## src/rtl/vchess_ctrl_pkg.sv

```systemverilog
package vchess_ctrl_pkg;

   localparam int SIDE_WIDTH      = 32;
   localparam int BOARD_SIDES     = 8;
   localparam int BOARD_WIDTH     = SIDE_WIDTH * BOARD_SIDES;
   localparam int ADDR_WIDTH      = 16;
   localparam int DATA_WIDTH      = 32;
   localparam int WORD_ADDR_WIDTH = ADDR_WIDTH - 2;   // AXI byte address down to word address

   // Word addresses of the register map
   localparam logic [WORD_ADDR_WIDTH-1:0] ADDR_CONTROL     = 14'd0;
   localparam logic [WORD_ADDR_WIDTH-1:0] ADDR_MOVE_INDEX  = 14'd1;
   localparam logic [WORD_ADDR_WIDTH-1:0] ADDR_POSITION    = 14'd2;
   localparam logic [WORD_ADDR_WIDTH-1:0] ADDR_HALF_MOVE   = 14'd3;
   localparam logic [WORD_ADDR_WIDTH-1:0] ADDR_CAPTURE     = 14'd4;
   localparam logic [WORD_ADDR_WIDTH-1:0] ADDR_BOARD       = 14'd8;   // First of eight
   localparam logic [WORD_ADDR_WIDTH-1:0] ADDR_MOVE_EVAL   = 14'd134;
   localparam logic [WORD_ADDR_WIDTH-1:0] ADDR_MOVE_COUNT  = 14'd135;
   localparam logic [WORD_ADDR_WIDTH-1:0] ADDR_ROOT_EVAL   = 14'd136;
   localparam logic [WORD_ADDR_WIDTH-1:0] ADDR_MISC_STATUS = 14'd255;

   typedef enum logic [3:0] {
      SEL_CONTROL,
      SEL_MOVE_INDEX,
      SEL_POSITION,
      SEL_HALF_MOVE,
      SEL_CAPTURE,
      SEL_BOARD,
      SEL_MOVE_EVAL,
      SEL_MOVE_COUNT,
      SEL_ROOT_EVAL,
      SEL_MISC_STATUS,
      SEL_NONE
   } reg_sel_e;

   typedef struct packed {
      logic [BOARD_WIDTH-1:0] board;
      logic                   white_to_move;
      logic [3:0]             castle_mask;
      logic [3:0]             en_passant_col;
   } position_t;

   typedef struct packed {
      logic new_board_valid;
      logic clear_moves;
      logic capture_moves;
      logic use_random_bit;
      logic soft_reset;
   } ctrl_flags_t;

   typedef struct packed {
      logic idle;
      logic moves_ready;
      logic move_ready;   // Indexed move eval valid
      logic mate;
      logic stalemate;
   } status_flags_t;

   typedef struct packed {
      logic [WORD_ADDR_WIDTH-1:0] word_addr;
      logic [DATA_WIDTH-1:0]      data;
   } wr_cmd_t;

endpackage

```

## src/rtl/ctrl_axi_write.sv

```systemverilog
`timescale 1ns/1ps

module ctrl_axi_write
   import vchess_ctrl_pkg::*;
(
   input  logic                  clk,
   input  logic                  rst,

   input  logic [ADDR_WIDTH-1:0] awaddr,
   input  logic                  awvalid,
   output logic                  awready,
   input  logic [DATA_WIDTH-1:0] wdata,
   input  logic                  wvalid,
   output logic                  wready,
   output logic                  bvalid,
   input  logic                  bready,
   output logic [1:0]            bresp,

   output logic                  wr_valid,
   output wr_cmd_t               wr_cmd
);

   logic                  aw_held;
   logic                  w_held;
   logic [ADDR_WIDTH-1:0] aw_buf;
   logic [DATA_WIDTH-1:0] w_buf;
   logic                  aw_fire;
   logic                  w_fire;

   // One address and one data beat per write response
   assign awready = !aw_held && !bvalid;
   assign wready  = !w_held && !bvalid;
   assign aw_fire = awvalid && awready;
   assign w_fire  = wvalid && wready;

   assign wr_valid         = aw_held && w_held;
   assign wr_cmd.word_addr = aw_buf[ADDR_WIDTH-1:2];
   assign wr_cmd.data      = w_buf;
   assign bresp            = 2'b00;   // Always OKAY

   always_ff @(posedge clk)
   begin
      if (rst)
      begin
         aw_held <= 1'b0;
         w_held  <= 1'b0;
         bvalid  <= 1'b0;
      end
      else
      begin
         if (wr_valid)
         begin
            aw_held <= 1'b0;
            w_held  <= 1'b0;
         end
         else
         begin
            if (aw_fire)
               aw_held <= 1'b1;
            if (w_fire)
               w_held <= 1'b1;
         end

         if (wr_valid)
            bvalid <= 1'b1;   // Same edge as the register update
         else if (bready)
            bvalid <= 1'b0;
      end
   end

   always_ff @(posedge clk)
   begin
      if (aw_fire)
         aw_buf <= awaddr;
      if (w_fire)
         w_buf <= wdata;
   end

endmodule

```

## src/rtl/ctrl_reg_decode.sv

```systemverilog
`timescale 1ns/1ps

module ctrl_reg_decode
   import vchess_ctrl_pkg::*;
(
   input  logic [WORD_ADDR_WIDTH-1:0]     word_addr,
   output reg_sel_e                       sel,
   output logic [$clog2(BOARD_SIDES)-1:0] board_word
);

   logic [WORD_ADDR_WIDTH-1:0] board_offset;
   logic                       in_board;

   assign board_offset = word_addr - ADDR_BOARD;
   assign in_board     = (word_addr >= ADDR_BOARD) &&
                         (board_offset < WORD_ADDR_WIDTH'(BOARD_SIDES));
   assign board_word   = board_offset[$clog2(BOARD_SIDES)-1:0];

   always_comb
   begin
      if (in_board)
      begin
         sel = SEL_BOARD;
      end
      else
      begin
         case (word_addr)
            ADDR_CONTROL:     sel = SEL_CONTROL;
            ADDR_MOVE_INDEX:  sel = SEL_MOVE_INDEX;
            ADDR_POSITION:    sel = SEL_POSITION;
            ADDR_HALF_MOVE:   sel = SEL_HALF_MOVE;
            ADDR_CAPTURE:     sel = SEL_CAPTURE;
            ADDR_MOVE_EVAL:   sel = SEL_MOVE_EVAL;
            ADDR_MOVE_COUNT:  sel = SEL_MOVE_COUNT;
            ADDR_ROOT_EVAL:   sel = SEL_ROOT_EVAL;
            ADDR_MISC_STATUS: sel = SEL_MISC_STATUS;
            default:          sel = SEL_NONE;   // Holes in the map
         endcase
      end
   end

endmodule

```

## src/rtl/ctrl_reg_bank.sv

```systemverilog
`timescale 1ns/1ps

module ctrl_reg_bank
   import vchess_ctrl_pkg::*;
#(
   parameter int MAX_POSITIONS_LOG2 = 7,
   parameter int HALF_MOVE_WIDTH    = 7
)
(
   input  logic                           clk,
   input  logic                           rst,

   input  logic                           wr_valid,
   input  logic [DATA_WIDTH-1:0]          wr_data,
   input  reg_sel_e                       sel,
   input  logic [$clog2(BOARD_SIDES)-1:0] board_word,

   output ctrl_flags_t                    ctrl,
   output position_t                      position,
   output logic [MAX_POSITIONS_LOG2-1:0]  move_index,
   output logic [HALF_MOVE_WIDTH-1:0]     half_move
);

   always_ff @(posedge clk)
   begin
      if (rst)
      begin
         ctrl       <= '0;
         position   <= '0;
         move_index <= '0;
         half_move  <= '0;
      end
      else if (wr_valid)
      begin
         case (sel)
            SEL_CONTROL:
            begin
               // Capture flag lives in its own register
               ctrl.new_board_valid <= wr_data[0];
               ctrl.clear_moves     <= wr_data[1];
               ctrl.use_random_bit  <= wr_data[30];
               ctrl.soft_reset      <= wr_data[31];
            end
            SEL_MOVE_INDEX:
            begin
               move_index <= wr_data[MAX_POSITIONS_LOG2-1:0];
            end
            SEL_POSITION:
            begin
               position.white_to_move  <= wr_data[8];
               position.castle_mask    <= wr_data[7:4];
               position.en_passant_col <= wr_data[3:0];
            end
            SEL_HALF_MOVE:
            begin
               half_move <= wr_data[HALF_MOVE_WIDTH-1:0];
            end
            SEL_CAPTURE:
            begin
               ctrl.capture_moves <= wr_data[0];
            end
            SEL_BOARD:
            begin
               // Word k fills bits 32k upward
               position.board[board_word * SIDE_WIDTH +: SIDE_WIDTH] <= wr_data[SIDE_WIDTH-1:0];
            end
            default:
            begin
               // Read-only or unmapped
            end
         endcase
      end
   end

endmodule

```

## src/rtl/ctrl_read_result.sv

```systemverilog
`timescale 1ns/1ps

module ctrl_read_result
   import vchess_ctrl_pkg::*;
#(
   parameter int EVAL_WIDTH         = 16,
   parameter int MAX_POSITIONS_LOG2 = 7,
   parameter int HALF_MOVE_WIDTH    = 7
)
(
   input  logic                           clk,
   input  logic                           rst,

   input  logic                           arvalid,
   output logic                           arready,
   output logic [DATA_WIDTH-1:0]          rdata,
   output logic                           rvalid,
   input  logic                           rready,
   output logic [1:0]                     rresp,

   input  reg_sel_e                       sel,
   input  logic [$clog2(BOARD_SIDES)-1:0] board_word,

   input  ctrl_flags_t                    ctrl,
   input  position_t                      position,
   input  logic [MAX_POSITIONS_LOG2-1:0]  move_index,
   input  logic [HALF_MOVE_WIDTH-1:0]     half_move,

   input  status_flags_t                  status,
   input  logic [MAX_POSITIONS_LOG2-1:0]  move_count,
   input  logic signed [EVAL_WIDTH-1:0]   move_eval,
   input  logic signed [EVAL_WIDTH-1:0]   root_eval,
   input  logic [31:0]                    misc_status
);

   logic [DATA_WIDTH-1:0] rd_word;

   assign arready = 1'b1;
   assign rresp   = 2'b00;

   always_comb
   begin
      rd_word = '0;
      case (sel)
         SEL_CONTROL:
         begin
            rd_word[0]  = ctrl.new_board_valid;
            rd_word[1]  = ctrl.clear_moves;
            rd_word[2]  = status.moves_ready;
            rd_word[3]  = status.move_ready;
            rd_word[4]  = status.stalemate;
            rd_word[5]  = status.mate;
            rd_word[7]  = status.idle;
            rd_word[30] = ctrl.use_random_bit;
            rd_word[31] = ctrl.soft_reset;
         end
         SEL_MOVE_INDEX:  rd_word = DATA_WIDTH'(move_index);
         SEL_POSITION:
            rd_word[8:0] = {position.white_to_move, position.castle_mask, position.en_passant_col};
         SEL_HALF_MOVE:   rd_word = DATA_WIDTH'(half_move);
         SEL_CAPTURE:     rd_word[0] = ctrl.capture_moves;
         SEL_BOARD:       rd_word = position.board[board_word * SIDE_WIDTH +: SIDE_WIDTH];
         SEL_MOVE_EVAL:   rd_word = {{(DATA_WIDTH - EVAL_WIDTH){move_eval[EVAL_WIDTH-1]}}, move_eval};
         SEL_MOVE_COUNT:  rd_word = DATA_WIDTH'(move_count);
         SEL_ROOT_EVAL:   rd_word = {{(DATA_WIDTH - EVAL_WIDTH){root_eval[EVAL_WIDTH-1]}}, root_eval};
         SEL_MISC_STATUS: rd_word = misc_status;
         default:         rd_word = '0;
      endcase
   end

   always_ff @(posedge clk)
   begin
      if (rst)
         rvalid <= 1'b0;
      else if (arvalid)
         rvalid <= 1'b1;   // New request wins over rready
      else if (rready)
         rvalid <= 1'b0;
   end

   always_ff @(posedge clk)
   begin
      if (arvalid)
         rdata <= rd_word;
   end

endmodule

```

## src/rtl/vchess_ctrl_top.sv

```systemverilog
`timescale 1ns/1ps

module vchess_ctrl_top
   import vchess_ctrl_pkg::*;
#(
   parameter int EVAL_WIDTH         = 16,
   parameter int MAX_POSITIONS_LOG2 = 7,
   parameter int HALF_MOVE_WIDTH    = 7
)
(
   input  logic                          clk,
   input  logic                          rst,

   input  logic [ADDR_WIDTH-1:0]         awaddr,
   input  logic                          awvalid,
   output logic                          awready,
   input  logic [DATA_WIDTH-1:0]         wdata,
   input  logic                          wvalid,
   output logic                          wready,
   output logic                          bvalid,
   input  logic                          bready,
   output logic [1:0]                    bresp,

   input  logic [ADDR_WIDTH-1:0]         araddr,
   input  logic                          arvalid,
   output logic                          arready,
   output logic [31:0]                   rdata,
   output logic                          rvalid,
   input  logic                          rready,
   output logic [1:0]                    rresp,

   input  status_flags_t                 status,
   input  logic [MAX_POSITIONS_LOG2-1:0] move_count,
   input  logic signed [EVAL_WIDTH-1:0]  move_eval,
   input  logic signed [EVAL_WIDTH-1:0]  root_eval,
   input  logic [31:0]                   misc_status,

   output ctrl_flags_t                   ctrl,
   output position_t                     position,
   output logic [MAX_POSITIONS_LOG2-1:0] move_index,
   output logic [HALF_MOVE_WIDTH-1:0]    half_move
);

   logic                           wr_valid;
   wr_cmd_t                        wr_cmd;
   reg_sel_e                       wr_sel;
   logic [$clog2(BOARD_SIDES)-1:0] wr_board_word;
   reg_sel_e                       rd_sel;
   logic [$clog2(BOARD_SIDES)-1:0] rd_board_word;

   ctrl_axi_write i_axi_write (
      .clk      (clk),
      .rst      (rst),
      .awaddr   (awaddr),
      .awvalid  (awvalid),
      .awready  (awready),
      .wdata    (wdata),
      .wvalid   (wvalid),
      .wready   (wready),
      .bvalid   (bvalid),
      .bready   (bready),
      .bresp    (bresp),
      .wr_valid (wr_valid),
      .wr_cmd   (wr_cmd)
   );

   ctrl_reg_decode i_wr_decode (
      .word_addr  (wr_cmd.word_addr),
      .sel        (wr_sel),
      .board_word (wr_board_word)
   );

   ctrl_reg_decode i_rd_decode (
      .word_addr  (araddr[ADDR_WIDTH-1:2]),   // Byte to word address
      .sel        (rd_sel),
      .board_word (rd_board_word)
   );

   ctrl_reg_bank #(
      .MAX_POSITIONS_LOG2 (MAX_POSITIONS_LOG2),
      .HALF_MOVE_WIDTH    (HALF_MOVE_WIDTH)
   ) i_reg_bank (
      .clk        (clk),
      .rst        (rst),
      .wr_valid   (wr_valid),
      .wr_data    (wr_cmd.data),
      .sel        (wr_sel),
      .board_word (wr_board_word),
      .ctrl       (ctrl),
      .position   (position),
      .move_index (move_index),
      .half_move  (half_move)
   );

   ctrl_read_result #(
      .EVAL_WIDTH         (EVAL_WIDTH),
      .MAX_POSITIONS_LOG2 (MAX_POSITIONS_LOG2),
      .HALF_MOVE_WIDTH    (HALF_MOVE_WIDTH)
   ) i_read_result (
      .clk         (clk),
      .rst         (rst),
      .arvalid     (arvalid),
      .arready     (arready),
      .rdata       (rdata),
      .rvalid      (rvalid),
      .rready      (rready),
      .rresp       (rresp),
      .sel         (rd_sel),
      .board_word  (rd_board_word),
      .ctrl        (ctrl),
      .position    (position),
      .move_index  (move_index),
      .half_move   (half_move),
      .status      (status),
      .move_count  (move_count),
      .move_eval   (move_eval),
      .root_eval   (root_eval),
      .misc_status (misc_status)
   );

endmodule

```

## config.mk

```make
export PLATFORM = sky130hd
export DESIGN_NAME = vchess_ctrl_top
export DESIGN_NICKNAME = d
export VERILOG_FILES = /design/src/rtl/vchess_ctrl_pkg.sv /design/src/rtl/ctrl_axi_write.sv /design/src/rtl/ctrl_reg_decode.sv /design/src/rtl/ctrl_reg_bank.sv /design/src/rtl/ctrl_read_result.sv /design/src/rtl/vchess_ctrl_top.sv
export SDC_FILE = /design/constraint.sdc
export NUM_CORES = 1
export LEC_CHECK = 0
export ABC_AREA = 1
export BUFFER_PORTS_ARGS = -buffer_cell sky130_fd_sc_hd__buf_2
export CAP_MARGIN = 0
export CORE_ASPECT_RATIO = 1.1
export CORE_MARGIN = 3
export CORE_UTILIZATION = 45
export CTS_CLUSTER_DIAMETER = 40
export DETAILED_ROUTE_END_ITERATION = 16
export PLACE_DENSITY_LB_ADDON = 0.1
export SKIP_CTS_REPAIR_TIMING = 1
export SLEW_MARGIN = 20
export SYNTH_ARGS = -nofsm -noshare
export SYNTH_HDL_FRONTEND = slang
export SYNTH_SLANG_ARGS = --single-unit
```

## constraint.sdc

```tcl
create_clock -name clk -period 6.8 [get_ports clk]
set_clock_uncertainty 0.15 [all_clocks]
set_input_delay 0.68 -clock clk [delete_from_list [all_inputs] [get_ports clk]]
set_output_delay 0.68 -clock clk [all_outputs]
set_load 0.01 [all_outputs]
```

==> summary by stage, run 1 <==
Finish
In the layout the commonest cells are nand2_1, buf_2, dfxtp_1. The area growth from synthesis to layout is 24.0%. The final net count is 2841. The core occupancy in the finished layout is 56.9%.

Leaving out fill and tap cells, the most frequent cell in the layout is nand2_1. The fraction of final layout cells sized beyond drive strength 1 is 23.8%. The finished layout holds 3233 standard cells, fillers aside. The count of filler cells inserted in the layout is 3691. The post-layout instance area is 21800 um2.

Clock tree
The count of clock tree sinks is 366. The CTS tree is built. Clock-pin slew was measured on the worst setup and hold paths at 60 ps. The tree is rooted in a clkbuf_16. The number of clock buffers inserted by TritonCTS is 53. In this run the number of H-tree levels came out at 2.

The longest clock path from root to sink contains 3 buffers. The clock latency on the worst-skew pair is 600 ps.

Yosys
The average size of a mapped cell is 7.50 um2. The cell count after synthesis is 2347. The number of distinct library cell variants in the gate-level netlist after synthesis is 45.

The number of warning messages in the yosys log is 0. The post-synthesis sequential element count is 366. The sequential area share after synthesis is 46.1%. The synthesized netlist occupies a cell area of 17600 um2.

Route
The first-iteration detailed-routing DRC count is 2624. Summed over all layers, the routed wires come to 80100 um. The detailed router placed 19482 vias in this run.

The remaining number of nets flagged by the antenna check after routing is 0. For this run, the detailed router's first-pass iteration total came to 6. After detailed routing, the number of remaining DRC violations is 0.

The average vias per placed instance is 6.03. In the final routed layout, each cell accounts on average for 24.8 um.

Floorplan
The number of top-level design ports is 472. Once the floorplan was initialized, standard cells occupied 45.8% of the core. In this run the standard cell core region covers 38400 um2. Measured along the y axis, the die boundary spans 213 um. The floorplan step defined a die boundary enclosing 41500 um2. The die span in x is 195 um. The floorplan has 75 rows.

Global routing
The maximum number of pins on one net before global-route repair is 201. The global route total overflow is 0. In the global route stage, met3 resource usage came out at 11.7%. The met2 demand-to-capacity share in global routing is 54.3%. Across every metal layer, demand over resource in global routing totals 36.4%. The met1 track demand over resource is 50.7%.

The number of global-route vias before repair is 17518. The layer flagged by global routing as most heavily used is met2. The wire length of the first global-routing pass is 115000 um. The initial antenna violation count is 4.

Critical path
The largest driver fanout on the critical path is 56. The critical path data arrival time is 5560 ps. The worst setup path is launched from a register. At the worst endpoint, the required time is 7110 ps. The worst setup slack for register-to-register paths is 1560 ps. The worst setup path is of the reg2reg kind.

The sort of element at the end of the critical path is a register.

Pwr
The areal power density over the cells is 269 nW/um2. The peak supply drop is 0.228 mV. The design draws 5.86 mW. The leakage dissipation is 9.11 nW.

Timing
The worst hold slack across all endpoints is 100 ps. For the pin with the worst max-slew slack, the measured transition is 1180 ps. For the finished layout, the period the worst path requires is 5240 ps. Derived from the worst setup path, the maximum achievable clock frequency is 191 MHz. The final count of hold timing violations is 0. Setup repair after global routing left no endpoint under its margin.

The final setup TNS is 0 ps. Measured against its own limit, the worst slew margin works out to 20.8%. The post-route clock period utilization is 77.1%. Setup violations remaining at the end of the flow were counted as 0. Setup slack closes at 1560 ps. The final-report max-slew violation count was 0.

Run status
The run finished with clean final reports.

Worst hold path
The class of the tightest hold or removal check is in2reg.

Run
The tool flagged a number of max-cap violations equal to 0.

Place
The congestion estimate from routability-driven global placement came to 0.946. Once placement completed, the tool counted placed cells totaling 3132. The HPWL after detailed placement is 55600 um. The port buffer count is 462.

Once placement finished, the instance area stood at 19800 um2. The worst slack at placement is 1800 ps.
-- critical path: stages, from the launching register on --
cell,delay [ps]
edfxtp_1,350
buf_4,240
inv_2,500
ha_2,390
ha_4,390
clkinv_2,120
buf_4,550
buf_4,690
nand4_1,200
nor2_2,170
clkinv_1,870
nand2_1,320
a21oi_1,100
-- path summary, 6_finish.rpt --
kind | from | endpoint | depth (start not counted)
max | i_axi_write.aw_buf[2] | i_reg_bank.position[19] | 12
min | wdata[9] | i_axi_write.w_buf[9] | 1
max reg2reg | i_axi_write.aw_buf[2] | i_reg_bank.position[19] | 12
min reg2reg | i_reg_bank.position[110] | i_reg_bank.position[110] | 2
-- power by group --
| part | switching [mW] | internal, mW |
|---|---|---|
| Combinational | 0.406 | 0.117 |
| Clock | 1.09 | 1.94 |
| Sequential | 0.0537 | 2.25 |
| Total | 1.55 | 4.31 |
-- per-layer routing --
layer,share of wire (%),vias up,wire length [um]
met1,40,9230,32200
met2,43,1274,34200
met5,0,-,0
met3,14,143,11000
met4,3.4,0,2730
li1,-,8835,-
-- flip-flops by register name, indices dropped and copies added (netlist names) --
signal,flops
i_reg_bank.ctrl,5
i_axi_write.bvalid,1
i_axi_write.w_held,1
i_read_result.rvalid,1
i_reg_bank.move_index,7
i_axi_write.aw_buf,14
i_reg_bank.half_move,7
i_axi_write.w_buf,32
i_reg_bank.position,265
i_read_result.rdata,32
i_axi_write.aw_held,1
-- kinds of logic (layout without fill, tap and decap cells) --
| group | Yosys count | count (layout) | synth area share, % |
|---|---|---|---|
| adders and majority gates | 7 | 7 | 0.498 |
| AOI/OAI and AO/OA | 458 | 458 | 14.2 |
| DFF | 366 | 366 | 46.1 |
| and+or+nand+nor | 1193 | 1193 | 31.1 |
| xor gates and xnor gates | 3 | 3 | 0.149 |
| other | 2 | 6 | 0.0427 |
| buffers and inverters | 318 | 700 | 7.93 |
-- Yosys cell counts, drive strengths merged --
| library cell | number | share of area, % |
|---|---|---|
| inv | 109 | 2.3 |
| and2 | 1 | 0.036 |
| or3 | 6 | 0.21 |
| nor3b | 2 | 0.085 |
| o2111ai | 1 | 0.050 |
| conb | 2 | 0.043 |
| nand2 | 503 | 11 |
| or2 | 10 | 0.36 |
| o31ai | 1 | 0.043 |
| o41ai | 6 | 0.30 |
| dfxtp | 288 | 33 |
| nand3b | 1 | 0.043 |
| nor4 | 17 | 0.60 |
| a22oi | 2 | 0.085 |
| xor2 | 2 | 0.10 |
| clkinv | 4 | 0.085 |
| clkbuf | 126 | 2.7 |
| a21oi | 265 | 7.5 |
| xnor2 | 1 | 0.050 |
| nand4 | 158 | 5.7 |
| o22a | 1 | 0.050 |
| edfxtp | 78 | 13 |
| o221ai | 15 | 0.75 |
| buf | 79 | 2.8 |
| o21bai | 2 | 0.085 |
| nand3 | 207 | 6.0 |
| o22ai | 79 | 2.8 |
| nor2 | 220 | 5.1 |
| nor3 | 68 | 2.3 |
| a211oi | 2 | 0.085 |
| o21ai | 84 | 2.4 |
| ha | 7 | 0.50 |
-- cell type report --
cell class	count	area, um2	share of cell area (%)
antenna	1	2.50	0.0115
clock buffer	64	1470	6.75
clock inverter	36	494	2.27
inverter	113	425	1.95
multi-input combinational	1666	8170	37.5
sequential	366	8110	37.2
tap	500	626	2.87
timing repair buffer	487	2520	11.5
Note: power is estimated with default switching activity, not from simulation.
==> run 2: changes to the inputs <==
clock period = 5 ns   (was 6.8 ns; I/O delays follow)
==> summary by stage, run 2 (synthesis results as in run 1) <==
Floorplan
The die span in x is 195 um (unchanged). The placement row count is 75 (unchanged). The number of top-level design ports came to 472 (unchanged).

The area of the core region is 38400 um2 (unchanged). The height of the die was 213 um (unchanged). The full die area is 41500 um2 (unchanged). The effective utilization at floorplan is 45.8% (unchanged).

Critical path
The origin of the worst setup path is i_axi_write.aw_buf[3]. The required time of the critical path was 5350 ps (-1760 ps). The critical path data arrival time is 4330 ps (-1230 ps). The capture point of the worst reg-to-reg path is i_reg_bank.position[155]. The launch point of the worst reg-to-reg path is i_axi_write.aw_buf[3]. The largest driver fanout on the critical path is 40 (-29%).

The worst setup path is of the reg2reg kind. The capture point of the worst path is i_reg_bank.position[155]. The category of the worst setup path launch point is a register.

The worst reg2reg path depth came to 12 (unchanged). The worst setup slack for register-to-register paths is 1020 ps (-530 ps). The sort of element at the end of the critical path is a register.

Pwr
The areal power density over the cells is 344 nW/um2 (+28%). The switching power came to 2.13 mW (+37%). The leakage dissipation came to 9.28 nW (+1.9%).

The switching power as a share of total power is 27.9% (+1.4 points). The internal power contribution came to 5.50 mW (+28%). The clock network fraction of total power came to 49.1% (-2.6 points). The combinational share of power is 9.8% (+0.9 points). The total power of the final layout is 7.64 mW (+30%). The peak supply drop is 0.312 mV (+37%).

The part of the power in registers came to 41.1% (+1.7 points).

Global routing
The initial antenna violation count is 2 (-2). The global route total overflow is 0 (unchanged). The global routing usage summed across all routing layers is 36.5% (+0.069 points). The wire length of the first global-routing pass came to 116000 um (+0.60%). The number of global-route vias before repair was 17536 (+0.10%).

The maximum number of pins on one net before global-route repair came to 91 (-55%).

Finish
The number of flip-flops in the largest register is 265 (unchanged). The final net count was 2903 (+2.2%). The library cell used most frequently in the layout, excluding fill and tap cells, is nand2_1. The count of filler cells inserted in the layout is 3706 (+0.41%). The fraction of final layout cells sized beyond drive strength 1 is 23.6% (-0.14 points). The core occupancy in the finished layout was 57.8% (+0.94 points). The antenna cell count is 0 (-1). The largest registers in the layout are i_reg_bank.position: 265 flops, i_axi_write.w_buf: 32 flops, i_read_result.rdata: 32 flops. More flip-flops sit in one register than any other, and that register is i_reg_bank.position. Relative to the synthesized area, the layout overhead comes to 26.0%. The library cells used most frequently in the layout, excluding fill and tap cells, are nand2_1, buf_2, dfxtp_1.

Route
The met3 wire length is 10700 um (-2.8%). The first-iteration detailed-routing DRC count is 2732 (+4.1%). The per-cell routed wire length came to 24.5 um (-1.2%).

The remaining number of nets flagged by the antenna check after routing is 0 (unchanged). The routed length on met2 was 34900 um (+2.0%). The number of DRC violations after detailed routing came to 0 (unchanged). The average vias per placed instance is 5.97 (-1.0%). The number of iterations in the first detailed-routing pass is 6 (unchanged). The total via count after detailed routing was 19625 (+0.73%).

The met1 layer wirelength in the final routing is 32400 um (+0.70%). The total routed wirelength came to 80500 um (+0.49%). Signal routing reaches up to met4.

Clock tree
The clock transition at the registers of the reported paths was 60 ps (about the same). The clock root buffer is clkbuf_16. The maximum count of clock buffers along a single path was 3 (unchanged). The number of clock buffers inserted by TritonCTS is 53 (unchanged). The number of H-tree levels is 2 (unchanged). The CTS tree is built. The clock latency on the worst-skew pair was 590 ps (about the same).

The count of clock tree sinks is 366 (unchanged).

Timing
The post-route clock period utilization is 79.5% (+2.4 points). The final-report max-slew violation count is 0 (unchanged). The worst max-slew margin expressed relative to the limit came to 25.5% (+4.7 points). The final-report setup violation count is 0 (unchanged).

The final setup TNS is 0 ps (unchanged). The worst-margin pin slew was 1120 ps (-64.6 ps). The smallest setup slack after layout is 1020 ps (-533 ps). The worst hold slack across all endpoints is 15.2 ps (-85.1 ps).

The final count of hold timing violations came to 0 (unchanged). The final critical delay including setup and external delays is 3980 ps (-1270 ps). The timing-limited maximum frequency is 252 MHz (+32%). Setup repair after global routing left no endpoint under its margin.

Run status
The run finished with clean final reports.

Place
The HPWL after detailed placement was 56500 um (+1.6%). The port buffer count was 462 (unchanged). The worst slack at placement is 1190 ps (-611 ps). The final weighted congestion in routability-driven placement came to 0.964 (+1.8%).

Worst hold path
The tightest min-delay check is of the in2reg type.

Run
The number of max-capacitance violations reported was 0 (unchanged).
[run 2: cell type report]
type | instances | area, um2 | area share, %
Multi-Input combinational cell | 1666 | 8170 | 36.8
Clock inverter | 35 | 367 | 1.65
Clock buffer | 61 | 1400 | 6.30
Tap cell | 500 | 626 | 2.82
Sequential cell | 366 | 8110 | 36.6
Timing Repair Buffer | 549 | 3090 | 13.9
Inverter | 113 | 425 | 1.92
[run 2: critical path, stage by stage (launching register included)]
cell and delay (ps):
edfxtp_1 410, inv_1 80, ha_2 220, ha_4 580, clkinv_2 600, nor2_2 240, buf_4 310, inv_2 80
nor3_1 220, nand2_2 100, inv_2 510, nand4_1 170, a21oi_1 170
[run 2: through the flow]
step / instance area (um2) / instances
detailed placement: 19900 / 3148
finish: 22200 / 3290
global route: 22200 / 3290
floorplan: 17600 / 2350
global placement: 19900 / 3148
CTS: 21700 / 3244
[run 2: power by group through the flow]
stage | Clock [mW] | Combinational (mW) | Sequential (mW)
after floorplan | 0 | 0.408 | 3.16
after global placement | 0 | 0.683 | 3.19
after detailed placement | 0 | 0.686 | 3.19
after CTS | 3.78 | 0.688 | 3.13
after global routing | 3.91 | 0.789 | 3.14
final | 3.75 | 0.749 | 3.14
[run 2: worst min-delay path by stage]
| stage | slack [ps] | to | depth (start not counted) | from |
|---|---|---|---|---|
| detailed placement | 310 | i_reg_bank.position[242] | 2 | i_reg_bank.position[242] |
| floorplan | 340 | i_axi_write.w_held | 2 | i_axi_write.w_held |
| global route | 30 | i_axi_write.bvalid | 4 | bready |
| CTS | -100 | i_axi_write.w_buf[31] | 1 | wdata[31] |
| finish | 20 | i_axi_write.bvalid | 4 | bready |
| global placement | 310 | i_reg_bank.position[120] | 2 | i_reg_bank.position[120] |
[run 2: metal layers]
| metal | up-vias | global-route usage (%) |
|---|---|---|
| met3 | 131 | 10.3 |
| met2 | 1299 | 55.0 |
| li1 | 8956 | - |
| met5 | - | 0 |
| met4 | 0 | 11.3 |
| met1 | 9239 | 51.2 |
==> run 3: changes to the inputs <==
clock period = 3.93 ns   (was 5 ns; I/O delays follow)
==> summary by stage, run 3 (synthesis results as in run 1) <==
Finish
The number of flip-flops in the largest register is 265 (unchanged). The fraction of final layout cells sized beyond drive strength 1 was 23.3% (-0.35 points). The top cell types in the final layout, fill and taps aside, are nand2_1, buf_2, dfxtp_1. The area growth from synthesis to layout is 27.7%.

The core occupancy in the finished layout is 58.6% (+0.78 points). The largest registers in the layout are i_reg_bank.position: 265 flops, i_axi_write.w_buf: 32 flops, i_read_result.rdata: 32 flops. The number of cells in the finished layout apart from fillers was 3324 (+1.0%). The final net count is 2935 (+1.1%). Counting flops per register, the top entry is i_reg_bank.position. The leading cell type in the layout, fill and taps excluded is nand2_1.

Pwr
The switching power is 2.70 mW (+26%). The combinational share of power is 10.1% (+0.3 points). The part of the power in registers is 41.5% (+0.4 points). The peak supply drop is 0.326 mV (+4.6%). The leakage dissipation was 9.44 nW (+1.7%). The total power of the final layout is 9.61 mW (+26%).

The internal power contribution is 6.91 mW (+26%). The switching power as a share of total power came to 28.1% (+0.11 points). The clock network fraction of total power was 48.4% (-0.7 points). The areal power density over the cells was 427 nW/um2 (+24%).

Route
The per-cell routed wire length is 24.0 um (-1.9%). The routed length on met2 was 34400 um (-1.4%). The total routed wirelength is 79800 um (-0.86%).

The total via count after detailed routing is 19816 (+0.97%). The average vias per placed instance came to 5.96 (about the same). The met3 wire length is 10400 um (-2.4%). Routed signal wires occupy layers up through met5. The first-iteration detailed-routing DRC count is 2785 (+1.9%). The number of DRC violations after detailed routing is 0 (unchanged). The remaining number of nets flagged by the antenna check after routing came to 0 (unchanged). The met1 layer wirelength in the final routing is 32400 um (about the same). The number of iterations in the first detailed-routing pass came to 6 (unchanged).

Clock tree
The clock transition at the registers of the reported paths was 60 ps (about the same). The maximum count of clock buffers along a single path is 3 (unchanged). The number of clock buffers inserted by TritonCTS is 52 (-1.9%). The CTS tree is built. The tree is rooted in a clkbuf_16. The count of clock tree sinks is 366 (unchanged).

The clock latency on the worst-skew pair is 600 ps (about the same). The number of H-tree levels is 2 (unchanged).

Timing
The worst-margin pin slew is 1090 ps (-25.5 ps). The final critical delay including setup and external delays is 3610 ps (-362 ps). The timing-limited maximum frequency came to 277 MHz (+10%).

The final-report setup violation count is 0 (unchanged). Setup repair after global routing left no endpoint under its margin. The worst max-slew margin expressed relative to the limit is 26.9% (+1.3 points). The final setup TNS is 0 ps (unchanged). The final count of hold timing violations is 2 (+2). The post-route clock period utilization is 91.9% (+12 points). The worst hold slack across all endpoints came to -29.8 ps (-45.0 ps).

The final-report max-slew violation count came to 0 (unchanged).

Run status
The flow ran to the end, but the final reports show violations. The final reports fail on negative hold slack.

Global routing
The initial antenna violation count is 1 (-1). The wire length of the first global-routing pass is 114000 um (-1.5%). The global routing usage summed across all routing layers is 36.0% (-0.51 points). The global route total overflow is 0 (unchanged).

The number of global-route vias before repair was 17321 (-1.2%). The maximum number of pins on one net before global-route repair is 143 (+57%).

Critical path
The worst reg2reg path depth was 10 (-2). The required time of the critical path is 4220 ps (-1130 ps). The signal on the critical path passes through inv_1 -> ha_2 -> ha_4 -> clkinv_2 -> buf_4 -> nand4_1 -> nor2_2 -> clkinv_1 -> nand2_1 -> a21oi_1. The critical path data arrival time was 3910 ps (-420 ps).

The sort of element at the end of the critical path is a register. The largest driver fanout on the critical path is 56 (+40%). The kind of critical path is reg2reg. The biggest cell delay along the critical path is 850 ps (+250 ps). The total stage count of the critical path is 10 (-2). The category of the worst setup path launch point is a register.

The critical path's slowest cell is clkinv_1. The critical path's top delay family is buffers and inverters. The worst setup slack for register-to-register paths is 320 ps (-710 ps). The critical path buffer and inverter count is 4 (-1).

Floorplan
The height of the die is 213 um (unchanged). The effective utilization at floorplan came to 45.8% (unchanged). The full die area was 41500 um2 (unchanged). The placement row count is 75 (unchanged). The area of the core region came to 38400 um2 (unchanged). The number of top-level design ports is 472 (unchanged).

The die span in x came to 195 um (unchanged).

Place
The port buffer count is 462 (unchanged). The HPWL after detailed placement is 55800 um (-1.4%). The cell count after placement came to 3148 (unchanged). The final weighted congestion in routability-driven placement is 0.935 (-3.0%).

Worst hold path
The worst hold path depth was 3 (-1). The tightest min-delay check is of the in2reg type.

Run
The number of max-capacitance violations reported is 0 (unchanged).
-- run 3: changes by cell type in the layout (fill, tap and decap cells not counted), sizes merged --
cell,delta
dlygate4sd3,+33
clkinvlp,-3
diode,+1
clkbuf,+5
bufinv,-2
-- run 3: cell type report --
type | instances | area, um2
diodes | 1 | 2.50
clock buffers | 66 | 1440
clock inverters | 30 | 277
fillers | 3642 | 15900
inverters | 113 | 425
multi-input cells | 1666 | 8180
flip-flops and latches | 366 | 8110
well taps | 500 | 626
repair buffers | 582 | 3430
-- run 3: path summary, 6_finish.rpt --
path,from,endpoint
max,i_axi_write.aw_buf[3],i_reg_bank.position[35]
min,misc_status[24],i_read_result.rdata[24]
max reg2reg,i_axi_write.aw_buf[3],i_reg_bank.position[35]
min reg2reg,i_reg_bank.position[214],i_reg_bank.position[214]
-- run 3: worst register-to-register path, stage by stage (launching register included) --
cell and delay, ps:
edfxtp_1 440, inv_1 110, ha_2 250, ha_4 240, clkinv_2 60, buf_4 590, nand4_1 200, nor2_2 170
clkinv_1 850, nand2_1 320, a21oi_1 90
-- run 3: power by group through the flow --
stage	Sequential, mW	Clock [mW]	Combinational, mW
3_3_place_gp	4.06	0	0.866
5_1_grt	3.99	4.85	1.02
4_1_cts	3.98	4.68	0.872
6_report	3.99	4.65	0.967
3_5_place_dp	4.06	0	0.869
2_1_floorplan	4.02	0	0.519
-- run 3: per-stage QoR --
stage	worst slack [ps]	area (um2)	hold WS (ps)
final	317	22500	-29.8
after global routing	67.8	22500	1.30
after CTS	614	21700	-199
after detailed placement	628	20000	316
after global placement	671	20000	310
after floorplan	462	17600	342
-- run 3: layer usage --
layer | track usage [%] | vias up
li1 | - | 9018
met1 | 50.2 | 9386
met2 | 53.7 | 1271
met3 | 11.1 | 139
met4 | 11.0 | 2
met5 | 1.80 | -
